`config.mk`:
```
export PLATFORM = sky130hd
export DESIGN_NAME = residue_accum
export DESIGN_NICKNAME = d
export VERILOG_FILES = /design/src/verilog/residue_pkg.sv /design/src/verilog/residue_accum.sv /design/src/verilog/residue_add.sv /design/src/verilog/residue_add_wc.sv /design/src/verilog/residue_check.sv /design/src/verilog/residue_gen.sv /design/src/verilog/residue_sub.sv
export SDC_FILE = /design/constraint.sdc
export NUM_CORES = 1
export LEC_CHECK = 0
export ABC_AREA = 1
export BUFFER_PORTS_ARGS = -buffer_cell sky130_fd_sc_hd__clkbuf_2
export CORE_MARGIN = 10
export CORE_UTILIZATION = 30
export DETAILED_ROUTE_END_ITERATION = 10
export GPL_ROUTABILITY_DRIVEN = 0
export SLEW_MARGIN = 20
export SYNTH_ARGS = -nofsm -noshare
export SYNTH_HDL_FRONTEND = slang
export SYNTH_SLANG_ARGS = --single-unit
```
`constraint.sdc`:
```
create_clock -name clk -period 2 [get_ports clk]
set_input_delay 0.1 -clock clk [delete_from_list [all_inputs] [get_ports clk]]
set_output_delay 0.1 -clock clk [all_outputs]
set_load 0.02 [all_outputs]
```
`src/verilog/residue_pkg.sv`:
```
// residue package with the data and residue widths, their types and the modulo-3 constants
package residue_pkg;

  // ---------------------------------------------------------------------------
  // widths
  // ---------------------------------------------------------------------------

  // accumulated numbers are one 16-bit word and wrap modulo 2^16
  localparam int DATA_W = 16;

  // a modulo-3 residue needs two bits, codes 0 to 2 are legal
  localparam int RES_W = 2;

  typedef logic [DATA_W-1:0] data_t;
  typedef logic [RES_W-1:0]  res_t;

  // ---------------------------------------------------------------------------
  // modulus constants
  // ---------------------------------------------------------------------------

  // residue of zero, used for reset, clear and padding in the generator tree
  localparam res_t RES_ZERO = 2'd0;

  // the only code a 2-bit residue can take that is not a valid value modulo 3
  localparam res_t RES_ILLEGAL = 2'd3;

  // 2^n modulo 3 alternates, 1 for even n and 2 for odd n
  localparam res_t RES_POW2_EVEN = 2'd1;
  localparam res_t RES_POW2_ODD  = 2'd2;

endpackage

```
`src/verilog/residue_accum.sv`:
```
// residue_accum: wrapping 16-bit accumulator with a tracked modulo-3 residue and sticky error
`timescale 1ns/1ps

module residue_accum (
  input  logic                clk,
  input  logic                reset,
  input  logic                clear,
  input  logic                in_valid,
  input  residue_pkg::data_t  in_data,
  input  residue_pkg::res_t   in_res,
  output residue_pkg::data_t  acc_data,
  output residue_pkg::res_t   acc_res,
  output logic                err
);

  import residue_pkg::*;

  // ---------------------------------------------------------------------------
  // binary datapath
  // ---------------------------------------------------------------------------

  // one extra bit on the add so the carry out is visible
  logic [DATA_W:0] sum_full;
  data_t           sum_data;
  logic            sum_carry;

  assign sum_full  = {1'b0, acc_data} + {1'b0, in_data};
  assign sum_data  = sum_full[DATA_W-1:0];
  assign sum_carry = sum_full[DATA_W];

  // ---------------------------------------------------------------------------
  // residue datapath
  // ---------------------------------------------------------------------------

  // next residue runs alongside the binary add, corrected for the
  // 2^16 that drops out when the add wraps
  res_t res_next;

  residue_add_wc #(
    .WIDTH (DATA_W)
  ) u_res_add_wc (
    .a     (acc_res),
    .b     (in_res),
    .carry (sum_carry),
    .r     (res_next)
  );

  // ---------------------------------------------------------------------------
  // stored state check
  // ---------------------------------------------------------------------------

  // the residue recomputed from the stored value is compared with the
  // tracked one every cycle, independent of any strobe
  res_t res_calc;
  logic state_mismatch;

  residue_gen #(
    .WIDTH (DATA_W)
  ) u_res_gen (
    .d (acc_data),
    .r (res_calc)
  );

  residue_check u_res_check (
    .res_calc (res_calc),
    .res_held (acc_res),
    .mismatch (state_mismatch)
  );

  // an operand residue of 3 is caught as it arrives instead of a cycle
  // later through the stored state
  // a cleared strobe is dropped, so its residue is not looked at
  logic in_res_bad;

  assign in_res_bad = in_valid & ~clear & (in_res == RES_ILLEGAL);

  // ---------------------------------------------------------------------------
  // registers
  // ---------------------------------------------------------------------------

  // clear wins over a strobe in the same cycle and zeroes both value
  // and residue, which keeps the pair consistent
  always_ff @(posedge clk) begin
    if (reset) begin
      acc_data <= '0;
      acc_res  <= RES_ZERO;
    end else if (clear) begin
      acc_data <= '0;
      acc_res  <= RES_ZERO;
    end else if (in_valid) begin
      acc_data <= sum_data;
      acc_res  <= res_next;
    end
  end

  // sticky error, only reset brings it back down
  // clear restores consistent state but keeps the record of the fault
  always_ff @(posedge clk) begin
    if (reset) begin
      err <= 1'b0;
    end else if (state_mismatch | in_res_bad) begin
      err <= 1'b1;
    end
  end

endmodule

```
`src/verilog/residue_add.sv`:
```
// residue_add: combinational modulo-3 adder of two 2-bit residues
`timescale 1ns/1ps

module residue_add (
  input  residue_pkg::res_t a,
  input  residue_pkg::res_t b,
  output residue_pkg::res_t r
);

  // the nine legal combinations are listed out, which keeps the logic
  // flat and lets synthesis pick the best two-level form
  // inputs of 3 fall to the default and give a legal-width but
  // meaningless result, the checker catches that code elsewhere
  always_comb begin
    case ({a, b})
      4'b00_00: r = 2'd0;
      4'b00_01: r = 2'd1;
      4'b00_10: r = 2'd2;
      4'b01_00: r = 2'd1;
      4'b01_01: r = 2'd2;
      4'b01_10: r = 2'd0;
      4'b10_00: r = 2'd2;
      4'b10_01: r = 2'd0;
      4'b10_10: r = 2'd1;
      default:  r = 2'd0;
    endcase
  end

endmodule

```
`src/verilog/residue_add_wc.sv`:
```
// residue_add_wc: modulo-3 residue adder corrected for the carry out of the parent binary adder
`timescale 1ns/1ps

module residue_add_wc #(
  parameter int WIDTH = 16
) (
  input  residue_pkg::res_t a,
  input  residue_pkg::res_t b,
  input  logic              carry,
  output residue_pkg::res_t r
);

  import residue_pkg::*;

  // plain sum of the two operand residues
  res_t sum_res;

  // residue to take out when the parent adder dropped its carry
  res_t adj_res;

  residue_add u_res_add (
    .a (a),
    .b (b),
    .r (sum_res)
  );

  // a carry out means the wrapped binary sum lost 2^WIDTH, so that
  // amount has to come out of the residue as well
  // 2^WIDTH modulo 3 only depends on whether WIDTH is even or odd
  always_comb begin
    adj_res = RES_ZERO;
    if (carry) begin
      if ((WIDTH % 2) == 1) begin
        adj_res = RES_POW2_ODD;
      end else begin
        adj_res = RES_POW2_EVEN;
      end
    end
  end

  // b minus a, the adjust is the part removed
  residue_sub u_res_sub (
    .a (adj_res),
    .b (sum_res),
    .r (r)
  );

endmodule

```
`src/verilog/residue_check.sv`:
```
// residue_check: flags a carried residue that is illegal or disagrees with the recomputed one
`timescale 1ns/1ps

module residue_check (
  input  residue_pkg::res_t res_calc,
  input  residue_pkg::res_t res_held,
  output logic              mismatch
);

  import residue_pkg::*;

  // the two failure causes are kept as named terms so they show up
  // separately in waveforms when an error is being traced
  logic held_illegal;
  logic held_differs;

  // ---------------------------------------------------------------------------
  // stored residue checks
  // ---------------------------------------------------------------------------

  // code 3 can never come out of legal residue arithmetic, so seeing it
  // in the register means a bit flipped there or upstream
  assign held_illegal = (res_held == RES_ILLEGAL);

  // res_calc is always legal since it comes from the generator tree,
  // so any difference points at the held value or the stored data
  assign held_differs = (res_held != res_calc);

  // either cause is enough, the caller makes the flag sticky
  assign mismatch = held_illegal | held_differs;

endmodule

```
`src/verilog/residue_gen.sv`:
```
// residue_gen: modulo-3 residue of a vector of any width, folded through a tree of bit pairs
`timescale 1ns/1ps

module residue_gen #(
  parameter int WIDTH = 16
) (
  input  logic [WIDTH-1:0]  d,
  output residue_pkg::res_t r
);

  import residue_pkg::*;

  // ---------------------------------------------------------------------------
  // tree shape
  // ---------------------------------------------------------------------------

  // each pair of bits carries weight 4^p, and 4 is 1 modulo 3, so the
  // residue of the whole vector is the modulo-3 sum of the pair values
  localparam int NPAIRS = (WIDTH + 1) / 2;

  // leaves are padded up to a power of two so the tree stays balanced
  localparam int NLEAF = 2 ** $clog2(NPAIRS);

  // heap numbering, node 1 is the root and leaves sit at NLEAF and above
  res_t node [1:2*NLEAF-1];

  // ---------------------------------------------------------------------------
  // leaves
  // ---------------------------------------------------------------------------

  genvar p;
  generate
    for (p = 0; p < NLEAF; p++) begin : g_leaf
      if (2*p + 1 < WIDTH) begin : g_pair
        // a full pair is its own residue except that 3 folds to 0
        assign node[NLEAF+p] = (d[2*p+1:2*p] == 2'd3) ? RES_ZERO : d[2*p+1:2*p];
      end else if (2*p < WIDTH) begin : g_lone
        // an odd top bit is a pair whose upper bit is zero
        assign node[NLEAF+p] = {1'b0, d[2*p]};
      end else begin : g_pad
        assign node[NLEAF+p] = RES_ZERO;
      end
    end
  endgenerate

  // ---------------------------------------------------------------------------
  // reduction
  // ---------------------------------------------------------------------------

  genvar n;
  generate
    for (n = 1; n < NLEAF; n++) begin : g_node
      residue_add u_res_add (
        .a (node[2*n]),
        .b (node[2*n+1]),
        .r (node[n])
      );
    end
  endgenerate

  assign r = node[1];

endmodule

```
`src/verilog/residue_sub.sv`:
```
// residue_sub: combinational modulo-3 subtractor giving b minus a for 2-bit residues
`timescale 1ns/1ps

module residue_sub (
  input  residue_pkg::res_t a,
  input  residue_pkg::res_t b,
  output residue_pkg::res_t r
);

  // operand order is b minus a, so a is the amount taken away
  // a negative difference wraps by adding 3 back
  // any input of 3 lands in the default arm with a legal-width result
  always_comb begin
    case ({b, a})
      4'b00_00: r = 2'd0;
      4'b00_01: r = 2'd2;
      4'b00_10: r = 2'd1;
      4'b01_00: r = 2'd1;
      4'b01_01: r = 2'd0;
      4'b01_10: r = 2'd2;
      4'b10_00: r = 2'd2;
      4'b10_01: r = 2'd1;
      4'b10_10: r = 2'd0;
      default:  r = 2'd0;
    endcase
  end

endmodule
```
==> summary.md, run 1 <==
| Metric | Value |
|---|---|
| Status | `finished, final reports clean` |
| Post-synthesis net count | `390` |
| Critical Path Max Stage Delay | `360 ps` |
| CP bufs+invs | `1` |
| Critical path origin | `acc_data[0]$_SDFFE_PP0P_` |
| Layout fillers | `729` |
| Top delay family on crit path | `compound AO/OA/AOI/OAI gates` |
| Final WL | `6070 um` |
| Crit path required time | `2170 ps` |
| Post-synth top flop | `dfxtp_1` |
| Worst r2r src | `acc_data[0]$_SDFFE_PP0P_` |
| Critical path's slowest cell | `dfxtp_4` |
| CTS root buffer | `clkbuf_8` |
| N_diodes | `0` |
| Fmax | `507 MHz` |
| Levels on crit path | `14` |
| GRT Util Overall | `10.5%` |
| Post-synth EDFFs | `0` |
| Max-slew violation count | `0` |
| Initial antenna violation count | `0` |
| Reg clk slew, reported paths | `80 ps` |
| Syn_area_per_cell | `6.29 um^2` |
| Crit path cell chain | `ha_4 -> fa_2 -> nand3_2 -> nand2_2 -> a21oi_2 -> o21ai_2 -> a21boi_2 -> o21ai_2 -> nand2_1 -> nand2_1 -> nand2_1 -> nand3_1 -> nand2_1 -> inv_1` |
| Total grt overflow | `0` |
| Num ports | `41` |
| R2r worst-path depth | `14` |
| Clock sink total | `19` |
| Row count | `30` |
| CP max FO | `3` |
| Width of the die | `105 um` |
| Period utilisation layout | `98.6%` |
| DR vias | `2336` |
| DRC viols | `0` |
| Clk Latency, worst-skew pair | `270 ps` |
| Final Net Count | `460` |
| CP Class | `flop to flop` |
| Sequential share of the synthesized area | `17.7%` |
| Ys async rst share | `0%` |
| Buffers added on ports | `40` |
| YS warnings | `0` |
| Dpl ws | `-24.2 ps` |
| DIE AREA | `11000 um^2` |
| CP arrival | `2140 ps` |
| Core Region | `6870 um^2` |
| First-pass GRT wire length | `9960 um` |
| Worst setup margin | `27.8 ps` |
| Commonest cells after routing, fill and taps aside | `nand2_1, inv_1, clkbuf_2` |
| FF-to-FF setup slack | `30 ps` |
| Vias in the first global route | `2279` |
| Pwr Total | `1.38 mW` |
| TNS Setup | `0 ps` |
| Fin Clk Skew | `5.85 ps` |
| Crit end category | `flop` |
| Crit start category | `flop` |
| Fin. Hold Viols | `0` |
| Cell variety after synth | `31` |
| Leak | `1.59 nW` |
| Post-DP HPWL | `4840 um` |
| Fin crit period | `1970 ps` |
| Crit path top cell by count | `nand2_1` |
| Reg-to-Reg End | `acc_data[14]$_SDFFE_PP0P_` |
| Vias per Instance | `4.61` |
| Commonest non-fill, non-tap cell in the layout | `nand2_1` |
| Post-synthesis cell count | `342` |
| Largest net degree at the start of global routing | `27` |
| Final Setup Violations | `0` |
| Crit path capture | `acc_data[14]$_SDFFE_PP0P_` |
| Clk buf depth | `2` |
| VDD IR max | `231 uV` |
| Area growth syn-to-layout | `33.7%` |
| First-pass DRT Iterations | `4` |
| CTS tree | `yes` |
| Synthesized area | `2150 um^2` |
| Rel. slew slack | `64.3%` |
| H-tree depth | `1` |
| Hold path depth | `5` |
| Post-route ant nets | `0` |
| Initial core utilization | `31.3%` |
| CTS buffer count | `3` |
| DRT iter0 DRCs | `97` |
| Actual slew at the worst max-slew pin | `535 ps` |
| RSZ-0062 raised after global routing | `yes` |
| Routed WL per cell | `12.0 um` |
| Share of layout cells above drive strength 1 | `33.8%` |
| Maxcap violations | `0` |
| Die height | `105 um` |
| Power Density | `480 nW/um^2` |
| Seq cells post-synth | `19` |
| Hold WC Path Type | `input pin to flop` |
-- layer usage --
layer	vias up	global-route usage, %	share of wire, %
li1	1241	-	-
met1	1056	12.5	47
met2	31	18.6	48
met3	8	1.54	3.1
met4	0	3.63	1.4
met5	-	0	0
-- synthesized netlist by cell type (2+ instances only) --
| master | n | share of area, % |
|---|---|---|
| o21bai_1 | 2 | 0.70 |
| nand2_1 | 87 | 15 |
| a21boi_2 | 2 | 1.0 |
| nand3_2 | 5 | 2.3 |
| o211ai_1 | 2 | 0.70 |
| dfxtp_1 | 19 | 18 |
| clkbuf_1 | 5 | 0.87 |
| o21ai_0 | 15 | 3.5 |
| nand3_1 | 25 | 5.8 |
| inv_2 | 7 | 1.2 |
| o21ai_1 | 5 | 1.2 |
| xor2_1 | 8 | 3.3 |
| o21ai_2 | 3 | 1.2 |
| a21oi_1 | 29 | 6.7 |
| xnor2_1 | 3 | 1.2 |
| inv_1 | 53 | 9.2 |
| nand2_2 | 8 | 2.3 |
| nor2_2 | 4 | 1.2 |
| ha_1 | 25 | 15 |
| nor2_1 | 19 | 3.3 |
| a21oi_2 | 3 | 1.2 |
| nand3b_1 | 4 | 1.4 |
-- area by class of cell --
cell class                      count  area, um^2  share of cell area (%)
Inverter                           60         225                    7.83
Tap cell                           96         120                    4.17
Clock buffer                        4        45.0                    1.57
Multi-Input combinational cell    258        1650                    57.4
Sequential cell                    19         403                    14.0
Timing Repair Buffer               70         432                    15.0
-- how the worst min path moves through the flow --
stage | slack (ps) | end | startpoint
floorplan | 170 | err$_SDFFE_PP0P_ | reset
global placement | 280 | err$_SDFFE_PP0P_ | reset
detailed placement | 280 | err$_SDFFE_PP0P_ | reset
CTS | 220 | err$_SDFFE_PP0P_ | in_res[0]
global route | 250 | acc_data[0]$_SDFFE_PP0P_ | in_valid
finish | 220 | err$_SDFFE_PP0P_ | in_res[0]
-- timing repair --
item                                   in CTS  in global routing
setup endpoints to repair                   4                 10
pin swaps                                   2                 10
hold buffers                                1                  0
setup buffers                               0                  7
endpoints found under the hold margin       1                  0
resized for setup                           5                 29
-- registers in the layout (all words and copies together) (netlist names) --
| signal | count |
|---|---|
| acc_res | 2 |
| err | 1 |
| acc_data | 16 |
-- where the power goes --
group          internal (mW)  total (mW)  switching, mW  leakage, nW
Clock                  0.143       0.296          0.153       0.0228
Sequential             0.400       0.425         0.0248        0.161
Combinational          0.275       0.660          0.385         1.41
Total                  0.818        1.38          0.564         1.59
-- worst min-delay path, cell delays in order --
cell,delay [ps]
clkbuf_2,100
a31oi_1,80
nand3_1,70
nor2_1,40
nor2_1,60
-- cell families (layout without fill, tap and decap cells) --
group	count (synthesis)	count (layout)	share of synthesized area, %
compound gates	66	66	18.5
xor+xnor	11	11	4.48
fa+ha+maj	26	26	15.5
buf+inv	65	134	11.3
flops	19	19	17.7
simple gates	155	155	32.6
-- through the flow --
step           instances  hold WS (ps)  area (um^2)  utilization, %
3_3_place_gp         495           279         2640            38.4
2_1_floorplan        342           172         2170               -
4_1_cts              500           215         2710            39.4
6_report             507           219         2880            41.9
5_1_grt              507           247         2880            41.9
3_5_place_dp         495           281         2640            38.4
Note: power is estimated with default switching activity, not from simulation.
==> run 2, diff against run 1 <==
--- a/config.mk
+++ b/config.mk
@@ -5,10 +5,12 @@
 export SDC_FILE = /design/constraint.sdc
 export NUM_CORES = 1
 export LEC_CHECK = 0
-export ABC_AREA = 1
+export ABC_AREA = 0
+export ABC_CLOCK_PERIOD_IN_PS = 2000
 export BUFFER_PORTS_ARGS = -buffer_cell sky130_fd_sc_hd__clkbuf_2
 export CORE_MARGIN = 10
 export CORE_UTILIZATION = 30
+export CTS_BUF_LIST = sky130_fd_sc_hd__clkbuf_8
 export DETAILED_ROUTE_END_ITERATION = 10
 export GPL_ROUTABILITY_DRIVEN = 0
 export SLEW_MARGIN = 20
==> run 2 against run 1 <==
Net effect:
- critical path depth is 3 lower
- global-route usage is 0.81 points higher
- clock-buffer cell count is 1 lower
- sequential power hardly changed
- critical endpoint is now acc_res[0]$_SDFFE_PP0P_
- cell count is 3.7% lower
- routed wire length is 9.5% higher
- the flow now finishes with violations (setup timing)
==> summary.md, run 2 <==
| Metric | Value |
|---|---|
| Status | `finished, violations left` |
| Failing checks | `setup timing` |
| Sequential share of the synthesized area | `15.9% (-1.8 points)` |
| Yosys top cell by area | `dfxtp_1` |
| Clock share of power | `18.3% (-3.1 points)` |
| Die height | `109 um (+4.4%)` |
| FF-to-FF setup slack | `-640 ps (-670 ps)` |
| N_diodes | `0 (unchanged)` |
| Post-synthesis net count | `325 (-17%)` |
| Worst setup margin | `-640 ps (-667 ps)` |
| Fin crit period | `2640 ps (+667 ps)` |
| Cell variety after synth | `64 (+110%)` |
| Sw Share | `37.6% (-3.2 points)` |
| CP Class | `flop to flop` |
| Top delay family on crit path | `compound AO/OA/AOI/OAI gates` |
| Routed WL per cell | `13.6 um (+14%)` |
| Reg clk slew, reported paths | `90 ps (about the same)` |
| Commonest cells after routing, fill and taps aside | `buf_4, clkbuf_2, nor2_1` |
| Count leader, synth | `nor2_1` |
| Largest register by flop count | `acc_data` |
| Initial antenna violation count | `0 (unchanged)` |
| Met1 Use GR | `13.1% (+0.60 points)` |
| P_sw | `0.603 mW (+7.0%)` |
| DIE AREA | `12000 um^2 (+9.1%)` |
| Hold slack | `16.7 ps (-202 ps)` |
| H-tree depth | `1 (unchanged)` |
| Synth area leaders | `dfxtp_1, ha_1, mux2i_1` |
| Fmax | `379 MHz (-25%)` |
| Cell internal pwr | `0.999 mW (+22%)` |
| Commonest non-fill, non-tap cell in the layout | `buf_4` |
| Ys async rst share | `0% (unchanged)` |
| DRT iter0 DRCs | `53 (-45%)` |
| Vias in the first global route | `2505 (+9.9%)` |
| Met2 Track Usage GR | `20.3% (+1.7 points)` |
| Syn_area_per_cell | `8.65 um^2 (+37%)` |
| Pwr Total | `1.60 mW (+16%)` |
| Buffers added on ports | `40 (unchanged)` |
| Period utilisation layout | `132% (+33 points)` |
| Synthesized area | `2390 um^2 (+11%)` |
| VDD IR max | `222 uV (-4.0%)` |
| Post-DP HPWL | `5320 um (+9.9%)` |
| DP Area | `3290 um^2 (+25%)` |
| Final WL | `6650 um (+9.5%)` |
| CP max FO | `5 (+2)` |
| Actual slew at the worst max-slew pin | `549 ps (+13.4 ps)` |
| Fin Clk Skew | `4.92 ps (-0.928 ps)` |
| Initial core utilization | `31.0% (-0.34 points)` |
| Crit path required time | `2160 ps (about the same)` |
| Leak | `1.58 nW (-1.0%)` |
| Met3 usage in global routing | `3.45% (+1.9 points)` |
| CP arrival | `2800 ps (+660 ps)` |
| Placed cell count | `475 (-4.0%)` |
| CTS buffer count | `3 (unchanged)` |
| Fin. Hold Viols | `0 (unchanged)` |
| Regs by FF count | `acc_data (16), acc_res (2), err (1)` |
| Hold buffers post-CTS | `0 (-1)` |
| GRT Util Overall | `11.3% (+0.81 points)` |
| Crit path cell chain | `ha_4 -> fa_2 -> a211oi_2 -> o21a_1 -> o21ai_2 -> o311ai_2 -> a41oi_2 -> xnor2_1 -> mux2_4 -> o22ai_1 -> a32o_1` |
| Final Setup Violations | `8 (+8)` |
| Design area | `3620 um^2 (+26%)` |
| First-pass GRT wire length | `11400 um (+14%)` |
| Max-slew violation count | `0 (unchanged)` |
| Sequential Power Share | `26.3% (-4.5 points)` |
| DRC viols | `0 (unchanged)` |
| Crit end category | `flop` |
| Maxcap violations | `0 (unchanged)` |
| YS warnings | `0 (unchanged)` |
| Post-synthesis cell count | `277 (-19%)` |
| Critical Path Max Stage Delay | `360 ps (about the same)` |
| Largest net degree at the start of global routing | `21 (-22%)` |
| Core Region | `7730 um^2 (+12%)` |
| Post-Layout Cell Count | `488 (-3.7%)` |
| Seq cells post-synth | `19 (unchanged)` |
| Max reg flops | `16 (unchanged)` |
| Width of the die | `109 um (+4.4%)` |
| Area growth syn-to-layout | `51.2%` |
| Clock sink total | `19 (unchanged)` |
| Power Density | `443 nW/um^2 (-7.8%)` |
| Crit start category | `flop` |
| Clk Latency, worst-skew pair | `270 ps (about the same)` |
| CTS tree | `yes` |
| Combinational share of power | `55.3% (+7.5 points)` |
| Share of the synthesized area in the top cell type | `15.9% (-1.8 points)` |
| CP bufs+invs | `0 (-1)` |
| Post-synth EDFFs | `0 (unchanged)` |
| RSZ-0062 raised after global routing | `yes` |
| GR peak layer | `met2` |
| Post-route ant nets | `0 (unchanged)` |
| CTS root buffer | `clkbuf_8` |
| Post-synth top flop | `dfxtp_1` |
| Rel. slew slack | `62.4% (-1.9 points)` |
| Final Net Count | `435 (-5.4%)` |
| Critical path's slowest cell | `dfxtp_4` |
| Share of layout cells above drive strength 1 | `47.9% (+14 points)` |
| Row count | `32 (+6.7%)` |
| Total grt overflow | `0 (unchanged)` |
| First-pass DRT Iterations | `4 (unchanged)` |
| Top post-synthesis cells by count | `nor2_1, mux2i_1, ha_1` |
| Clk buf depth | `2 (unchanged)` |
| Vias per Instance | `4.97 (+7.9%)` |
| Hold WC Path Type | `input pin to flop` |
| Num ports | `41 (unchanged)` |
| DR vias | `2427 (+3.9%)` |
## run 2: repair_timing
item                       CTS  global route
setup buffers               10             1
gates resized for setup     22            13
setup endpoints to repair    8            11
pin swaps                   30            13
## run 2: logic make-up after synthesis
logic type,count (synthesis),share of synthesized area [%]
buffers and inverters,24,4.44
adder cells (fa/ha/maj),26,13.9
XOR/XNOR,21,7.99
flip-flops,19,15.9
multiplexers,39,18.9
AO/OA/AOI/OAI,66,20.4
AND/OR/NAND/NOR,82,18.5
## run 2: per-layer routing
metal  share of wire [%]  routed length, um
met4                0.32                 21
met1                  43               2870
met3                 6.8                450
met2                  50               3310
met5                   0                  0
## run 2: power by group through the flow
stage	logic, mW	clock network (mW)	registers [mW]
after floorplan	0.466	0	0.462
after global placement	0.766	0	0.430
after detailed placement	0.781	0	0.432
after CTS	0.875	0.309	0.422
after global routing	0.978	0.328	0.426
final	0.887	0.294	0.422
## run 2: final timing paths
check / depth (start not counted) / end / startpoint
worst min register to register: 2 / acc_data[2]$_SDFFE_PP0P_ / acc_data[2]$_SDFFE_PP0P_
worst max-delay path: 11 / acc_res[0]$_SDFFE_PP0P_ / acc_data[0]$_SDFFE_PP0P_
worst min-delay path: 2 / err$_SDFFE_PP0P_ / reset
worst max register to register: 11 / acc_res[0]$_SDFFE_PP0P_ / acc_data[0]$_SDFFE_PP0P_
## run 2: stage by stage
step                setup slack, ps  utilization [%]  setup TNS, ps
floorplan                      -691                -          -2690
global placement               -651             42.6          -3320
global route                   -847             46.9          -4480
finish                         -640             46.9          -3070
detailed placement             -717             42.6          -3570
CTS                            -644             46.1          -3520
## run 2: cell type report
cell class / instances / area, um^2
Inverter: 15 / 56.3
Fill cell: 767 / 4110
Sequential cell: 19 / 405
Timing Repair Buffer: 114 / 805
Tap cell: 102 / 128
Clock inverter: 1 / 7.51
Multi-Input combinational cell: 234 / 2180
Clock buffer: 3 / 41.3
